--- config.mk ---
export PLATFORM = sky130hd
export DESIGN_NAME = scoreboard
export DESIGN_NICKNAME = d
export VERILOG_FILES = /design/src/source/sb_pkg.sv /design/src/source/scoreboard.sv /design/src/source/sb_operand_fwd.sv /design/src/source/sb_clobber.sv /design/src/source/sb_entry_store.sv /design/src/source/sb_ctrl.sv
export SDC_FILE = /design/constraint.sdc
export NUM_CORES = 2
export LEC_CHECK = 0
export BUFFER_PORTS_ARGS = -buffer_cell sky130_fd_sc_hd__buf_2
export CORE_MARGIN = 1
export CORE_UTILIZATION = 30
export DETAILED_ROUTE_END_ITERATION = 6
export GPL_ROUTABILITY_DRIVEN = 0
export MAX_ROUTING_LAYER = met4
export PLACE_DENSITY = 0.53
export SYNTH_ARGS = -nofsm -noshare
export SYNTH_HDL_FRONTEND = slang
export SYNTH_SLANG_ARGS = --single-unit
--- constraint.sdc ---
create_clock -name clk_i -period 3.5 [get_ports clk_i]
set_clock_uncertainty 0.15 [all_clocks]
set_input_delay 0.7 -clock clk_i [delete_from_list [all_inputs] [get_ports clk_i]]
set_output_delay 0.7 -clock clk_i [all_outputs]
set_load 0.02 [all_outputs]
--- src/source/sb_pkg.sv ---
// scoreboard package
// register, data and functional-unit types shared by the scoreboard blocks
package sb_pkg;

  // -------------------------------------------------------------------------
  // register file geometry
  // -------------------------------------------------------------------------
  // integer register address width
  localparam int unsigned REG_ADDR_W = 5;
  // number of architectural integer registers
  localparam int unsigned NR_REGS = 2 ** REG_ADDR_W;
  // operand and result width
  localparam int unsigned XLEN = 64;

  // register address
  typedef logic [REG_ADDR_W-1:0] reg_addr_t;
  // operand or result value
  typedef logic [XLEN-1:0] data_t;
  // functional-unit code
  typedef logic [2:0] fu_t;

  // -------------------------------------------------------------------------
  // functional-unit codes
  // -------------------------------------------------------------------------
  // no unit needed, the entry completes by itself
  // also the clobber value of a register without a pending writer
  localparam fu_t FU_NONE = 3'd0;
  // integer alu
  localparam fu_t FU_ALU = 3'd1;
  // load/store unit
  localparam fu_t FU_LSU = 3'd2;
  // multiplier/divider
  localparam fu_t FU_MULT = 3'd3;
  // branch unit
  localparam fu_t FU_BRANCH = 3'd4;

endpackage
--- src/source/scoreboard.sv ---
// instruction scoreboard
// in-order allocate and commit, out-of-order write-back, integer registers
// clobber table and operand forwarding for the issue stage
`timescale 1ns/100ps

module scoreboard #(
  parameter int unsigned NR_ENTRIES = 8,
  parameter int unsigned NR_WB_PORTS = 2,
  localparam int unsigned ID_W = $clog2(NR_ENTRIES)
) (
  input  logic                                 clk_i,
  input  logic                                 rst_ni,
  // decode handshake
  input  logic                                 decoded_valid_i,
  input  sb_pkg::fu_t                          decoded_fu_i,
  input  sb_pkg::reg_addr_t                    decoded_rd_i,
  output logic                                 decoded_ack_o,
  // issue handshake
  output logic                                 issue_valid_o,
  output sb_pkg::fu_t                          issue_fu_o,
  output sb_pkg::reg_addr_t                    issue_rd_o,
  output logic [ID_W-1:0]                      issue_trans_id_o,
  input  logic                                 issue_ack_i,
  input  logic                                 unresolved_branch_i,
  // write-back ports
  input  logic [NR_WB_PORTS-1:0]               wb_valid_i,
  input  logic [NR_WB_PORTS-1:0][ID_W-1:0]     wb_trans_id_i,
  input  sb_pkg::data_t [NR_WB_PORTS-1:0]      wb_data_i,
  // commit port
  output logic                                 commit_valid_o,
  output sb_pkg::fu_t                          commit_fu_o,
  output sb_pkg::reg_addr_t                    commit_rd_o,
  output sb_pkg::data_t                        commit_result_o,
  output logic [ID_W-1:0]                      commit_trans_id_o,
  input  logic                                 commit_ack_i,
  // operand read ports
  input  sb_pkg::reg_addr_t                    rs1_i,
  input  sb_pkg::reg_addr_t                    rs2_i,
  output sb_pkg::data_t                        rs1_o,
  output sb_pkg::data_t                        rs2_o,
  output logic                                 rs1_valid_o,
  output logic                                 rs2_valid_o,
  // status and flush
  output sb_pkg::fu_t [sb_pkg::NR_REGS-1:0]    rd_clobber_o,
  output logic                                 sb_full_o,
  input  logic                                 flush_i,
  input  logic                                 flush_unissued_i
);

  logic                               alloc_en, commit_en, clear;
  logic [ID_W-1:0]                    alloc_idx, commit_idx;
  logic [NR_ENTRIES-1:0]              issued, done;
  sb_pkg::fu_t [NR_ENTRIES-1:0]       fu;
  sb_pkg::reg_addr_t [NR_ENTRIES-1:0] rd;
  sb_pkg::data_t [NR_ENTRIES-1:0]     result;

  sb_ctrl #(.NR_ENTRIES(NR_ENTRIES)) i_ctrl (
    .clk_i, .rst_ni, .decoded_valid_i, .issue_ack_i, .unresolved_branch_i,
    .flush_i, .flush_unissued_i, .commit_ack_i, .issue_valid_o, .decoded_ack_o,
    .sb_full_o, .alloc_en_o(alloc_en), .commit_en_o(commit_en), .clear_o(clear),
    .alloc_idx_o(alloc_idx), .commit_idx_o(commit_idx)
  );

  sb_entry_store #(.NR_ENTRIES(NR_ENTRIES), .NR_WB_PORTS(NR_WB_PORTS)) i_store (
    .clk_i, .rst_ni, .alloc_en_i(alloc_en), .alloc_idx_i(alloc_idx),
    .alloc_fu_i(decoded_fu_i), .alloc_rd_i(decoded_rd_i), .commit_en_i(commit_en),
    .commit_idx_i(commit_idx), .clear_i(clear), .wb_valid_i, .wb_trans_id_i,
    .wb_data_i, .issued_o(issued), .done_o(done), .fu_o(fu), .rd_o(rd),
    .result_o(result)
  );

  sb_clobber #(.NR_ENTRIES(NR_ENTRIES)) i_clobber (
    .issued_i(issued), .fu_i(fu), .rd_i(rd), .rd_clobber_o
  );

  sb_operand_fwd #(.NR_ENTRIES(NR_ENTRIES), .NR_WB_PORTS(NR_WB_PORTS)) i_fwd (
    .rs1_i, .rs2_i, .wb_valid_i, .wb_trans_id_i, .wb_data_i, .issued_i(issued),
    .done_i(done), .rd_i(rd), .result_i(result), .rs1_o, .rs2_o, .rs1_valid_o,
    .rs2_valid_o
  );

  // -------------------------------------------------------------------------
  // issue and commit outputs
  // -------------------------------------------------------------------------
  // decoded instruction passes straight through, stamped with its slot
  assign issue_fu_o = decoded_fu_i;
  assign issue_rd_o = decoded_rd_i;
  assign issue_trans_id_o = alloc_idx;

  // oldest entry, ready once it has its result
  assign commit_valid_o = issued[commit_idx] & done[commit_idx];
  assign commit_fu_o = fu[commit_idx];
  assign commit_rd_o = rd[commit_idx];
  assign commit_result_o = result[commit_idx];
  assign commit_trans_id_o = commit_idx;

endmodule

--- src/source/sb_operand_fwd.sv ---
// operand forwarding
// two read ports served from the write-back ports or finished entries
`timescale 1ns/100ps

module sb_operand_fwd #(
  parameter int unsigned NR_ENTRIES = 8,
  parameter int unsigned NR_WB_PORTS = 2,
  localparam int unsigned ID_W = $clog2(NR_ENTRIES)
) (
  input  sb_pkg::reg_addr_t                    rs1_i,
  input  sb_pkg::reg_addr_t                    rs2_i,
  input  logic [NR_WB_PORTS-1:0]               wb_valid_i,
  input  logic [NR_WB_PORTS-1:0][ID_W-1:0]     wb_trans_id_i,
  input  sb_pkg::data_t [NR_WB_PORTS-1:0]      wb_data_i,
  input  logic [NR_ENTRIES-1:0]                issued_i,
  input  logic [NR_ENTRIES-1:0]                done_i,
  input  sb_pkg::reg_addr_t [NR_ENTRIES-1:0]   rd_i,
  input  sb_pkg::data_t [NR_ENTRIES-1:0]       result_i,
  output sb_pkg::data_t                        rs1_o,
  output sb_pkg::data_t                        rs2_o,
  output logic                                 rs1_valid_o,
  output logic                                 rs2_valid_o
);

  // hit flag on top, data below
  function automatic logic [sb_pkg::XLEN:0] fwd_lookup(input sb_pkg::reg_addr_t rs);
    logic          hit;
    sb_pkg::data_t data;
    hit = 1'b0;
    data = '0;
    // finished entries, lowest index last so it wins
    for (int i = int'(NR_ENTRIES) - 1; i >= 0; i--) begin
      if (issued_i[i] && done_i[i] && rd_i[i] == rs) begin
        hit = 1'b1;
        data = result_i[i];
      end
    end
    // results on the write-back ports override the stored ones
    // the target entry gives the destination register
    for (int p = int'(NR_WB_PORTS) - 1; p >= 0; p--) begin
      if (wb_valid_i[p] && issued_i[wb_trans_id_i[p]] && rd_i[wb_trans_id_i[p]] == rs) begin
        hit = 1'b1;
        data = wb_data_i[p];
      end
    end
    // x0 reads come from the register file
    return {hit & (rs != '0), data};
  endfunction

  always_comb begin
    {rs1_valid_o, rs1_o} = fwd_lookup(rs1_i);
    {rs2_valid_o, rs2_o} = fwd_lookup(rs2_i);
  end

endmodule

--- src/source/sb_clobber.sv ---
// register clobber table
// unit that will write each integer register with the lowest entry winning
`timescale 1ns/100ps

module sb_clobber #(
  parameter int unsigned NR_ENTRIES = 8
) (
  input  logic [NR_ENTRIES-1:0]                  issued_i,
  input  sb_pkg::fu_t [NR_ENTRIES-1:0]           fu_i,
  input  sb_pkg::reg_addr_t [NR_ENTRIES-1:0]     rd_i,
  output sb_pkg::fu_t [sb_pkg::NR_REGS-1:0]      rd_clobber_o
);

  always_comb begin
    // no pending writer by default
    for (int r = 0; r < int'(sb_pkg::NR_REGS); r++) begin
      rd_clobber_o[r] = sb_pkg::FU_NONE;
    end
    // walk from the top so the lowest issued entry is written last
    for (int i = int'(NR_ENTRIES) - 1; i >= 0; i--) begin
      if (issued_i[i]) begin
        rd_clobber_o[rd_i[i]] = fu_i[i];
      end
    end
    // x0 is hard-wired and never busy
    rd_clobber_o[0] = sb_pkg::FU_NONE;
  end

endmodule

--- src/source/sb_entry_store.sv ---
// scoreboard entry array
// issued and done bits, unit, destination and result per entry
// updated by allocation, self-completion, write-back, commit and clear
`timescale 1ns/100ps

module sb_entry_store #(
  parameter int unsigned NR_ENTRIES = 8,
  parameter int unsigned NR_WB_PORTS = 2,
  localparam int unsigned ID_W = $clog2(NR_ENTRIES)
) (
  input  logic                                    clk_i,
  input  logic                                    rst_ni,
  input  logic                                    alloc_en_i,
  input  logic [ID_W-1:0]                         alloc_idx_i,
  input  sb_pkg::fu_t                             alloc_fu_i,
  input  sb_pkg::reg_addr_t                       alloc_rd_i,
  input  logic                                    commit_en_i,
  input  logic [ID_W-1:0]                         commit_idx_i,
  input  logic                                    clear_i,
  input  logic [NR_WB_PORTS-1:0]                  wb_valid_i,
  input  logic [NR_WB_PORTS-1:0][ID_W-1:0]        wb_trans_id_i,
  input  sb_pkg::data_t [NR_WB_PORTS-1:0]         wb_data_i,
  output logic [NR_ENTRIES-1:0]                   issued_o,
  output logic [NR_ENTRIES-1:0]                   done_o,
  output sb_pkg::fu_t [NR_ENTRIES-1:0]            fu_o,
  output sb_pkg::reg_addr_t [NR_ENTRIES-1:0]      rd_o,
  output sb_pkg::data_t [NR_ENTRIES-1:0]          result_o
);

  logic [NR_ENTRIES-1:0]              issued_q, issued_n;
  logic [NR_ENTRIES-1:0]              done_q, done_n;
  sb_pkg::fu_t [NR_ENTRIES-1:0]       fu_q;
  sb_pkg::reg_addr_t [NR_ENTRIES-1:0] rd_q;
  sb_pkg::data_t [NR_ENTRIES-1:0]     result_q;

  // -------------------------------------------------------------------------
  // status bit next state
  // -------------------------------------------------------------------------
  always_comb begin
    issued_n = issued_q;
    done_n = done_q;

    // new entry, result still pending
    if (alloc_en_i) begin
      issued_n[alloc_idx_i] = 1'b1;
      done_n[alloc_idx_i] = 1'b0;
    end

    // no unit to wait for, done one cycle after it shows up
    for (int i = 0; i < int'(NR_ENTRIES); i++) begin
      if (issued_q[i] && fu_q[i] == sb_pkg::FU_NONE) begin
        done_n[i] = 1'b1;
      end
    end

    // late write-backs to freed or flushed entries are dropped
    for (int p = 0; p < int'(NR_WB_PORTS); p++) begin
      if (wb_valid_i[p] && issued_q[wb_trans_id_i[p]]) begin
        done_n[wb_trans_id_i[p]] = 1'b1;
      end
    end

    // commit frees the oldest entry
    if (commit_en_i) begin
      issued_n[commit_idx_i] = 1'b0;
      done_n[commit_idx_i] = 1'b0;
    end

    if (clear_i) begin
      issued_n = '0;
      done_n = '0;
    end
  end

  always_ff @(posedge clk_i or negedge rst_ni) begin
    if (!rst_ni) begin
      issued_q <= '0;
      done_q <= '0;
    end else begin
      issued_q <= issued_n;
      done_q <= done_n;
    end
  end

  // -------------------------------------------------------------------------
  // payload
  // -------------------------------------------------------------------------
  always_ff @(posedge clk_i) begin
    if (alloc_en_i) begin
      fu_q[alloc_idx_i] <= alloc_fu_i;
      rd_q[alloc_idx_i] <= alloc_rd_i;
    end
    for (int p = 0; p < int'(NR_WB_PORTS); p++) begin
      if (wb_valid_i[p] && issued_q[wb_trans_id_i[p]]) begin
        result_q[wb_trans_id_i[p]] <= wb_data_i[p];
      end
    end
  end

  assign issued_o = issued_q;
  assign done_o = done_q;
  assign fu_o = fu_q;
  assign rd_o = rd_q;
  assign result_o = result_q;

  // commit stage only frees a finished entry
  assert property (@(posedge clk_i) disable iff (!rst_ni)
    commit_en_i |-> (issued_q[commit_idx_i] && done_q[commit_idx_i]))
    else $error("commit of an unfinished entry");

  // each functional unit owns its own transaction ids
  for (genvar i = 0; i < NR_WB_PORTS; i++) begin : g_wb_chk
    for (genvar j = i + 1; j < NR_WB_PORTS; j++) begin : g_pair
      assert property (@(posedge clk_i) disable iff (!rst_ni)
        (wb_valid_i[i] && wb_valid_i[j]) |-> (wb_trans_id_i[i] != wb_trans_id_i[j]))
        else $error("two write-back ports carry the same id");
    end
  end

endmodule

--- src/source/sb_ctrl.sv ---
// scoreboard control
// allocate and commit pointers, occupancy count, full and flush handling
`timescale 1ns/100ps

module sb_ctrl #(
  parameter int unsigned NR_ENTRIES = 8,
  localparam int unsigned ID_W = $clog2(NR_ENTRIES)
) (
  input  logic            clk_i,
  input  logic            rst_ni,
  input  logic            decoded_valid_i,
  input  logic            issue_ack_i,
  input  logic            unresolved_branch_i,
  input  logic            flush_i,
  input  logic            flush_unissued_i,
  input  logic            commit_ack_i,
  output logic            issue_valid_o,
  output logic            decoded_ack_o,
  output logic            sb_full_o,
  output logic            alloc_en_o,
  output logic            commit_en_o,
  output logic            clear_o,
  output logic [ID_W-1:0] alloc_idx_o,
  output logic [ID_W-1:0] commit_idx_o
);

  // one extra bit so an underflow of the count stays visible
  localparam int unsigned CNT_W = ID_W + 1;

  logic [ID_W-1:0]  alloc_ptr_q;
  logic [ID_W-1:0]  commit_ptr_q;
  logic [CNT_W-1:0] count_q;

  // -------------------------------------------------------------------------
  // handshakes and enables
  // -------------------------------------------------------------------------
  // full leaves one slot empty
  assign sb_full_o = (count_q == CNT_W'(NR_ENTRIES - 1));

  // no issue while a branch is unresolved or the queue is full
  assign issue_valid_o = decoded_valid_i & ~unresolved_branch_i & ~sb_full_o;
  assign decoded_ack_o = issue_ack_i & ~sb_full_o;

  // an unissued flush drops the instruction in the handshake cycle
  assign alloc_en_o = decoded_valid_i & decoded_ack_o & ~flush_unissued_i & ~flush_i;
  assign commit_en_o = commit_ack_i & ~flush_i;
  assign clear_o = flush_i;

  assign alloc_idx_o = alloc_ptr_q;
  assign commit_idx_o = commit_ptr_q;

  // -------------------------------------------------------------------------
  // pointer and count registers
  // -------------------------------------------------------------------------
  always_ff @(posedge clk_i or negedge rst_ni) begin
    if (!rst_ni) begin
      alloc_ptr_q <= '0;
      commit_ptr_q <= '0;
      count_q <= '0;
    end else if (flush_i) begin
      alloc_ptr_q <= '0;
      commit_ptr_q <= '0;
      count_q <= '0;
    end else begin
      // pointers wrap at the power-of-two depth
      alloc_ptr_q <= alloc_ptr_q + ID_W'(alloc_en_o);
      commit_ptr_q <= commit_ptr_q + ID_W'(commit_en_o);
      count_q <= count_q + CNT_W'(alloc_en_o) - CNT_W'(commit_en_o);
    end
  end

  // issue stage only acknowledges an offered instruction
  assert property (@(posedge clk_i) disable iff (!rst_ni) issue_ack_i |-> issue_valid_o)
    else $error("issue acknowledged without a valid instruction");

  // a commit from an empty queue would wrap the count
  assert property (@(posedge clk_i) disable iff (!rst_ni)
    count_q <= CNT_W'(NR_ENTRIES - 1))
    else $error("occupancy above the queue depth");

endmodule

# Yosys cells after proc, flatten, opt, wreduce, memory -nomap -nowiden
# Cells that the tools add are included.
op_classes:
  bitwise: 23
  order_cmp: 24
  add_sub_neg: 4
  muxes: 130
  eq_ne: 21
  reduce_logical: 60
op_table:
  columns: ["operator", "n"]
  rows:
  - ["64-bit 2-to-1 mux", 23]
  - ["512-bit bitwise mux", 2]
  - ["512-bit 2-to-1 mux", 2]
  - ["96-bit 2-to-1 mux", 8]
  - ["96-bit bitwise mux", 7]
  - ["64-bit demux with 3-bit select", 2]
  - ["64-bit binary-select mux with 3-bit select", 1]
  - ["3-bit demux with 5-bit select", 8]
  - ["5-bit equality test", 20]
  - ["96-bit AND", 1]
  - ["8-bit 2-to-1 mux", 8]
  - ["1-bit logical AND", 50]
  - ["5-bit by 6-bit less-than comparator with 1-bit output (second input constant)", 8]
  - ["5-bit binary-select mux with 3-bit select", 3]
  - ["40-bit bitwise mux", 1]
  - ["5-bit by 1-bit greater-or-equal comparator with 1-bit output (second input constant)", 8]
  - ["1-bit 2-to-1 mux", 36]
  - ["3-bit 2-to-1 mux", 12]
  - ["8-bit AND", 3]
  - ["24-bit bitwise mux", 1]
  - ["3-bit logical NOT", 8]
  - ["8-bit OR", 3]
  - ["5-bit 2-to-1 mux", 4]
  - ["3-bit by 4-bit less-than comparator with 1-bit output (second input constant)", 4]
  - ["other kinds (15)", 39]
totals:
  reg_bits: 602
  inputBits: 162
  output_inout_bits: 316

# Depth between registers and ports, before layout
depth:
  depth_word: 20
  ltp_mapped: 13

# Hierarchy
# From an unflattened synthesis, not the netlist that was laid out.
unflattened:
  cells_unflattened: 7369
  area_unflattened_um2: 55244.2
modules_own_cells:
  columns: ["module", "cells_each", "area_each_um2", "instances"]
  rows:
  - ["sb_entry_store", 3302, 26158.8, 1]
  - ["sb_operand_fwd", 2139, 13624.3, 1]
  - ["sb_clobber", 1597, 10417.5, 1]
  - ["scoreboard", 280, 4474.3, 1]
  - ["sb_ctrl", 51, 569.3, 1]

# Worst setup path before layout
# Ideal clock, no wire load.
synth_timing:
  path_kind: "input to output"
  from: "input wb_trans_id_i[2] (netlist bit)"
  to: "output rs1_o[17]"
  n_path_buf: 3
  cell_stages: 11
  arrival_ns: 3.072
  setup_slack_ns: -0.422
  cell_sequence: "buf_2 -> mux2_2 -> a221o_1 -> a22oi_2 -> xnor2_1 -> nor2_1 -> nand4_1 -> clkbuf_1 -> clkbuf_1 -> nor2_1 -> a31oi_1"
synth_via:
  elab_chain_cells: 5
  elab_cells_between_ends: 8
synth_lines:
  columns: ["item", "line_no", "rtl"]
  rows:
  - ["start: declaration", "scoreboard.sv:27", "input logic [NR_WB_PORTS-1:0][ID_W-1:0] wb_trans_id_i,"]
  - ["5-bit binary-select mux with 3-bit select / 1-bit binary-select mux with 3-bit select (equally long branches)", "sb_operand_fwd.sv:41", "if (wb_valid_i[p] && issued_i[wb_trans_id_i[p]] && rd_i[wb_trans_id_i[p]] == rs) begin"]
  - ["5-bit 2-to-1 mux (not written as such) / 1-bit 2-to-1 mux (equally long branches)", "sb_operand_fwd.sv:41", null]
  - ["5-bit equality test / 1-bit logical AND (equally long branches)", "sb_operand_fwd.sv:41", null]
  - ["1-bit logical AND (*)", "sb_operand_fwd.sv:41", null]
  - ["64-bit 2-to-1 mux (*)", "sb_operand_fwd.sv:41", null]
  - ["end: declaration", "scoreboard.sv:39", "output sb_pkg::data_t rs1_o,"]
# Mark *: on every way between the ends. The rest lies on a longest branch, timed or not. The select of a mux whose other input is x is not followed.

# Worst setup path after layout
layout_timing:
  from: "register i_store.rd_q, in the netlist i_store.rd_o[33]"
  to: "output rs1_o[63]"
layout_via:
  elab_chain_cells: 11
  elab_cells_between_ends: 19
layout_lines:
  columns: ["item", "line_no", "rtl"]
  rows:
  - ["start: declaration", "sb_entry_store.sv:33", "sb_pkg::reg_addr_t [NR_ENTRIES-1:0] rd_q;"]
  - ["start signal: indexed assignment", "sb_entry_store.sv:91", "rd_q[alloc_idx_i] <= alloc_rd_i;"]
  - ["5-bit equality test", "sb_operand_fwd.sv:33", "if (issued_i[i] && done_i[i] && rd_i[i] == rs) begin"]
  - ["1-bit logical AND", "sb_operand_fwd.sv:33", null]
  - ["64-bit 2-to-1 mux (7 in a row)", "sb_operand_fwd.sv:33", null]
  - ["64-bit 2-to-1 mux", "sb_operand_fwd.sv:41", null]
  - ["64-bit 2-to-1 mux (*)", "sb_operand_fwd.sv:41", null]
# Marks and branches as above.

==> impl_summary.txt <==
----------------------------------------------------
[Power and ir drop]
  Peak ir drop on the vdd network ... 303 uV
  Overall power ... 17.3 mW
  Clk network pwr share ... 47.5%
  Internal power ... 12.6 mW
  Combinational share of power ... 10.1%
  P_leak ... 25.6 nW
  Sequential cell fraction of total power ... 42.4%
  Power density over the cells ... 235 nW/um2
  Share of total power consumed by net switching ... 27.0%
  Net switching component of the power ... 4.67 mW

[Clock network]
  Clock root buffer ... clkbuf_16
  Insertion delay of the later-clocked pin in the worst-skew pair ... 0.69 ns
  CTS buffer count ... 74
  CTS clk-pin slew, worst paths ... 0.07 ns
  Sink count of the clock tree ... 602
  Clock tree from TritonCTS ... yes
  Number of buffers on the longest clock path ... 3
  Depth of the CTS H-tree ... 3

[Floorplanning]
  Y dimension of the die ... 407 um
  Area of the placeable core ... 163000 um2
  Starting density of the core ... 30.3%
  Total I/O pin count ... 478
  Full die area ... 166000 um2
  Die X ... 407 um
  Num rows ... 148

[Worst setup path]
  Data required, critical path ... 2.65 ns
  First element of the critical path ... i_store.rd_o[33]
  Maximum single-stage delay on the critical path ... 0.53 ns
  Last element of the critical path ... rs1_o[63]
  Arrival time of data at the critical path endpoint ... 3.63 ns
  Max FO, Critical Path ... 8
  CP cell instances ... buf_6 -> mux2_4 -> a221oi_2 -> o22ai_2 -> buf_4 -> xor2_1 -> nor2_1 -> nand4_1 -> buf_12 -> buf_16 -> buf_12 -> a31oi_4 -> buf_6
  Worst setup SP type ... flop
  WS Path Type ... reg -> out
  Startpoint of the worst register-to-register path ... i_store.issued_o[7]
  Register-to-Register Path Depth ... 11
  Reg2reg setup slack ... 0.34 ns
  Cell with the biggest individual delay on the critical path ... edfxtp_1
  Setup crit end kind ... primary output
  Endpoint of the worst-slack reg-to-reg timing path ... i_store.result_o[188]

[Detailed routing]
  Wirelength, routed ... 275000 um
  1st-iter DRT viols ... 7532
  Wire per inst ... 29.6 um
  Number of optimization iterations in the first detailed-route pass ... 7
  Remaining design rule violation count ... 0
  Antenna-violating nets left ... 0
  Via count ... 57600
  Mean number of vias per cell ... 6.19

[Synth]
  Number of enable-type register cells in the synthesized netlist ... 64
  Most common flop cell mapped by yosys ... dfxtp_1
  Area share of the largest cell type after synthesis ... 20.8%
  Top cell types by occurrence after synthesis ... nand2_1, o21ai_0, mux2i_1, nor2_1, clkbuf_1
  Multiplexer share of the synthesized area ... 24.8%
  Most common cell in the netlist ... nand2_1
  Simple-gate share of the synthesized area ... 16.1%
  Compound-Gate Fraction of Synth Area ... 24.3%
  Largest family of logic cells by synthesized area ... multiplexers
  #FFs+latches synth ... 602
  Count of warnings emitted by yosys ... 0
  Share of flip-flops with an asynchronous set or reset after synthesis ... 4.32%
  Arithmetic-cell share of the synthesized area counting full adders, half adders and majority gates ... 0.269%
  Synthesized area ... 49300 um2
  Number of different library cells in the post-synthesis netlist ... 80
  Post-synthesis share of cell area spent on xor and xnor gates ... 1.85%
  Top cell type by total area after synthesis ... dfxtp_1
  Syn Inst Count ... 6270
  Mean Syn Cell Area ... 7.86 um2
  Share of synthesized area occupied by flip-flops and latches ... 26.0%
  Ranking of synthesized cells by area ... dfxtp_1, mux2i_1, o21ai_0

[Global routing]
  Largest net degree at the start of global routing ... 129
  First-pass GRT wire length ... 387000 um
  Number of global-route vias before repair ... 53900
  Total routing resource utilization after global routing ... 32.1%
  Global route overflow ... 0
  Initial antenna violation count ... 19

[STA]
  Post-Route Setup TNS ... -176.85 ns
  Worst slew margin relative to its limit ... 6.28%
  Min Hold Slack ... 0.187 ns
  Maximum achievable frequency ... 0.223 GHz
  Count of endpoints failing setup in the final report ... 224
  Worst path setup slack after routing ... -0.979 ns
  Slew of the pin with the lowest slew margin ... 1.39 ns
  Fin crit share ... 128%
  Clock period minus final worst setup slack ... 4.48 ns
  Final count of pins violating max slew ... 0
  Count of final hold-check violations ... 0
  Unrepaired setup endpoints after global routing ... yes

[Cells and area]
  Final standard cell count with taps included and fillers excluded ... 9303
  Final core utilization ... 45.2%
  Layout cell share with drive strength beyond 1 ... 40.5%
  Cell area after layout ... 73700 um2
  Number of nets at the end of the flow ... 7232
  Area grow syn2layout ... 49.5%
  Layout filler cell count ... 15500

[Run status]
  Status ... finished with violations
  Violations in the final reports ... setup timing

[Place]
  Number of placed cells counting well taps ... 8927
  Port Buffers ... 474
  Half-perimeter wire length after detailed placement ... 181000 um
  Worst setup slack after placement ... -1.09 ns
  Area after DPL ... 61100 um2

[Job]
  Max Cap Viol ... 0

[Worst hold path]
  Hold Crit Class ... in -> reg

----------------------------------------------------
==> power groups by stage <==
stage	registers [mW]	logic, mW	clock network, mW
finish	7.33	1.75	8.21
global route	7.35	1.84	8.53
CTS	7.32	1.71	8.29
detailed placement	7.47	1.47	0
global placement	7.46	1.44	0
floorplan	7.40	0.930	0
==> critical path, delay by kind of cell (launching register included) <==
family | cells | cell delay, ns
simple gates | 2 | 0.34
mux | 1 | 0.26
flops | 1 | 0.53
compound gates | 3 | 0.60
xor+xnor | 1 | 0.13
buf+inv | 6 | 1.06
==> final cells by class <==
cell class | count | area (um2) | share of cell area (%)
timing repair buffer | 1460 | 15800 | 21.4
inverter | 32 | 120 | 0.163
clock buffer | 107 | 2140 | 2.90
antenna | 10 | 25.0 | 0.0339
tap | 2175 | 2720 | 3.69
clock inverter | 27 | 393 | 0.533
sequential | 602 | 12800 | 17.4
multi-input combinational | 4890 | 39700 | 53.9
==> cell families after synthesis <==
kind of cell,count (synthesis)
xor gates and xnor gates,104
adders and majority gates,10
muxes,1006
other,1
buffers and inverters,781
and+or+nand+nor,1829
DFF,602
AOI/OAI and AO/OA,1937
==> cells in the final DEF, fill, tap and decap left out, types with 28 or more instances in the layout <==
master     synthesis  routed
nor2_2             0      56
xor2_1            39      38
o21ai_2            0      44
nand2_1          733     676
buf_12             0     233
buf_2            156     217
inv_1             31      31
mux2_4             0      57
buf_6             14     282
nor2_4             0      94
a31oi_4            0     116
o21ai_1           25     123
a221oi_2           1      80
nand3b_1          28      28
nand2_2            0      30
mux2i_1          650     610
nand3_2            0      60
o21ai_0          701     554
nand3_1          180      94
a21oi_2            1     131
a21oi_1          439     307
edfxtp_1          64      64
mux2i_2            0      35
o211ai_1          29      29
xnor2_1           65      58
a221oi_1         251     170
mux4_2           153     153
clkbuf_16          0      87
a211oi_1         120      35
buf_16             0      48
a211oi_2           0      85
mux2_2           202     146
dfxtp_1          512     512
buf_4             15     641
nor2_1           643     493
o22a_1           117     115
==> per-layer routing <==
metal  routed length (um)  global-route usage, %  vias to the layer above
li1                     -                      -                    24800
met1               109000                   40.5                    27900
met2               121000                   48.3                     3958
met3                28900                   6.29                      918
met4                16900                   16.8                        0
met5                    0                      -                        -
==> what timing repair did <==
action | CTS | global route
cloned | 40 | 16
pin swaps | 397 | 291
setup buffers | 151 | 67
endpoints found under the setup margin | 295 | 270
endpoints found under the hold margin | 26 | 0
hold buffers | 1 | 0
gates resized for setup | 1163 | 691
==> state kept, by name, indices dropped and copies added, names as in the netlist <==
register	cells
i_store.result_o	512
i_store.rd_o	40
i_store.fu_o	24
i_store.done_o	8
i_store.issued_o	8
i_ctrl.count_q	4
i_ctrl.alloc_idx_o	3
i_ctrl.commit_idx_o	3
==> worst min-delay path by stage <==
stage	to	slack [ns]	start	cells after the start
floorplan	i_ctrl.alloc_idx_o[0]	0.25	rst_ni	0
global route	i_store.result_o[105]	0.20	wb_data_i[105]	3
CTS	i_store.result_o[43]	0.16	wb_data_i[107]	3
global placement	i_store.result_o[434]	0.39	i_store.result_o[434]	2
finish	i_store.rd_o[33]	0.19	decoded_rd_i[3]	1
detailed placement	i_store.result_o[416]	0.41	i_store.result_o[416]	2
(Power assumes the default switching activity.)
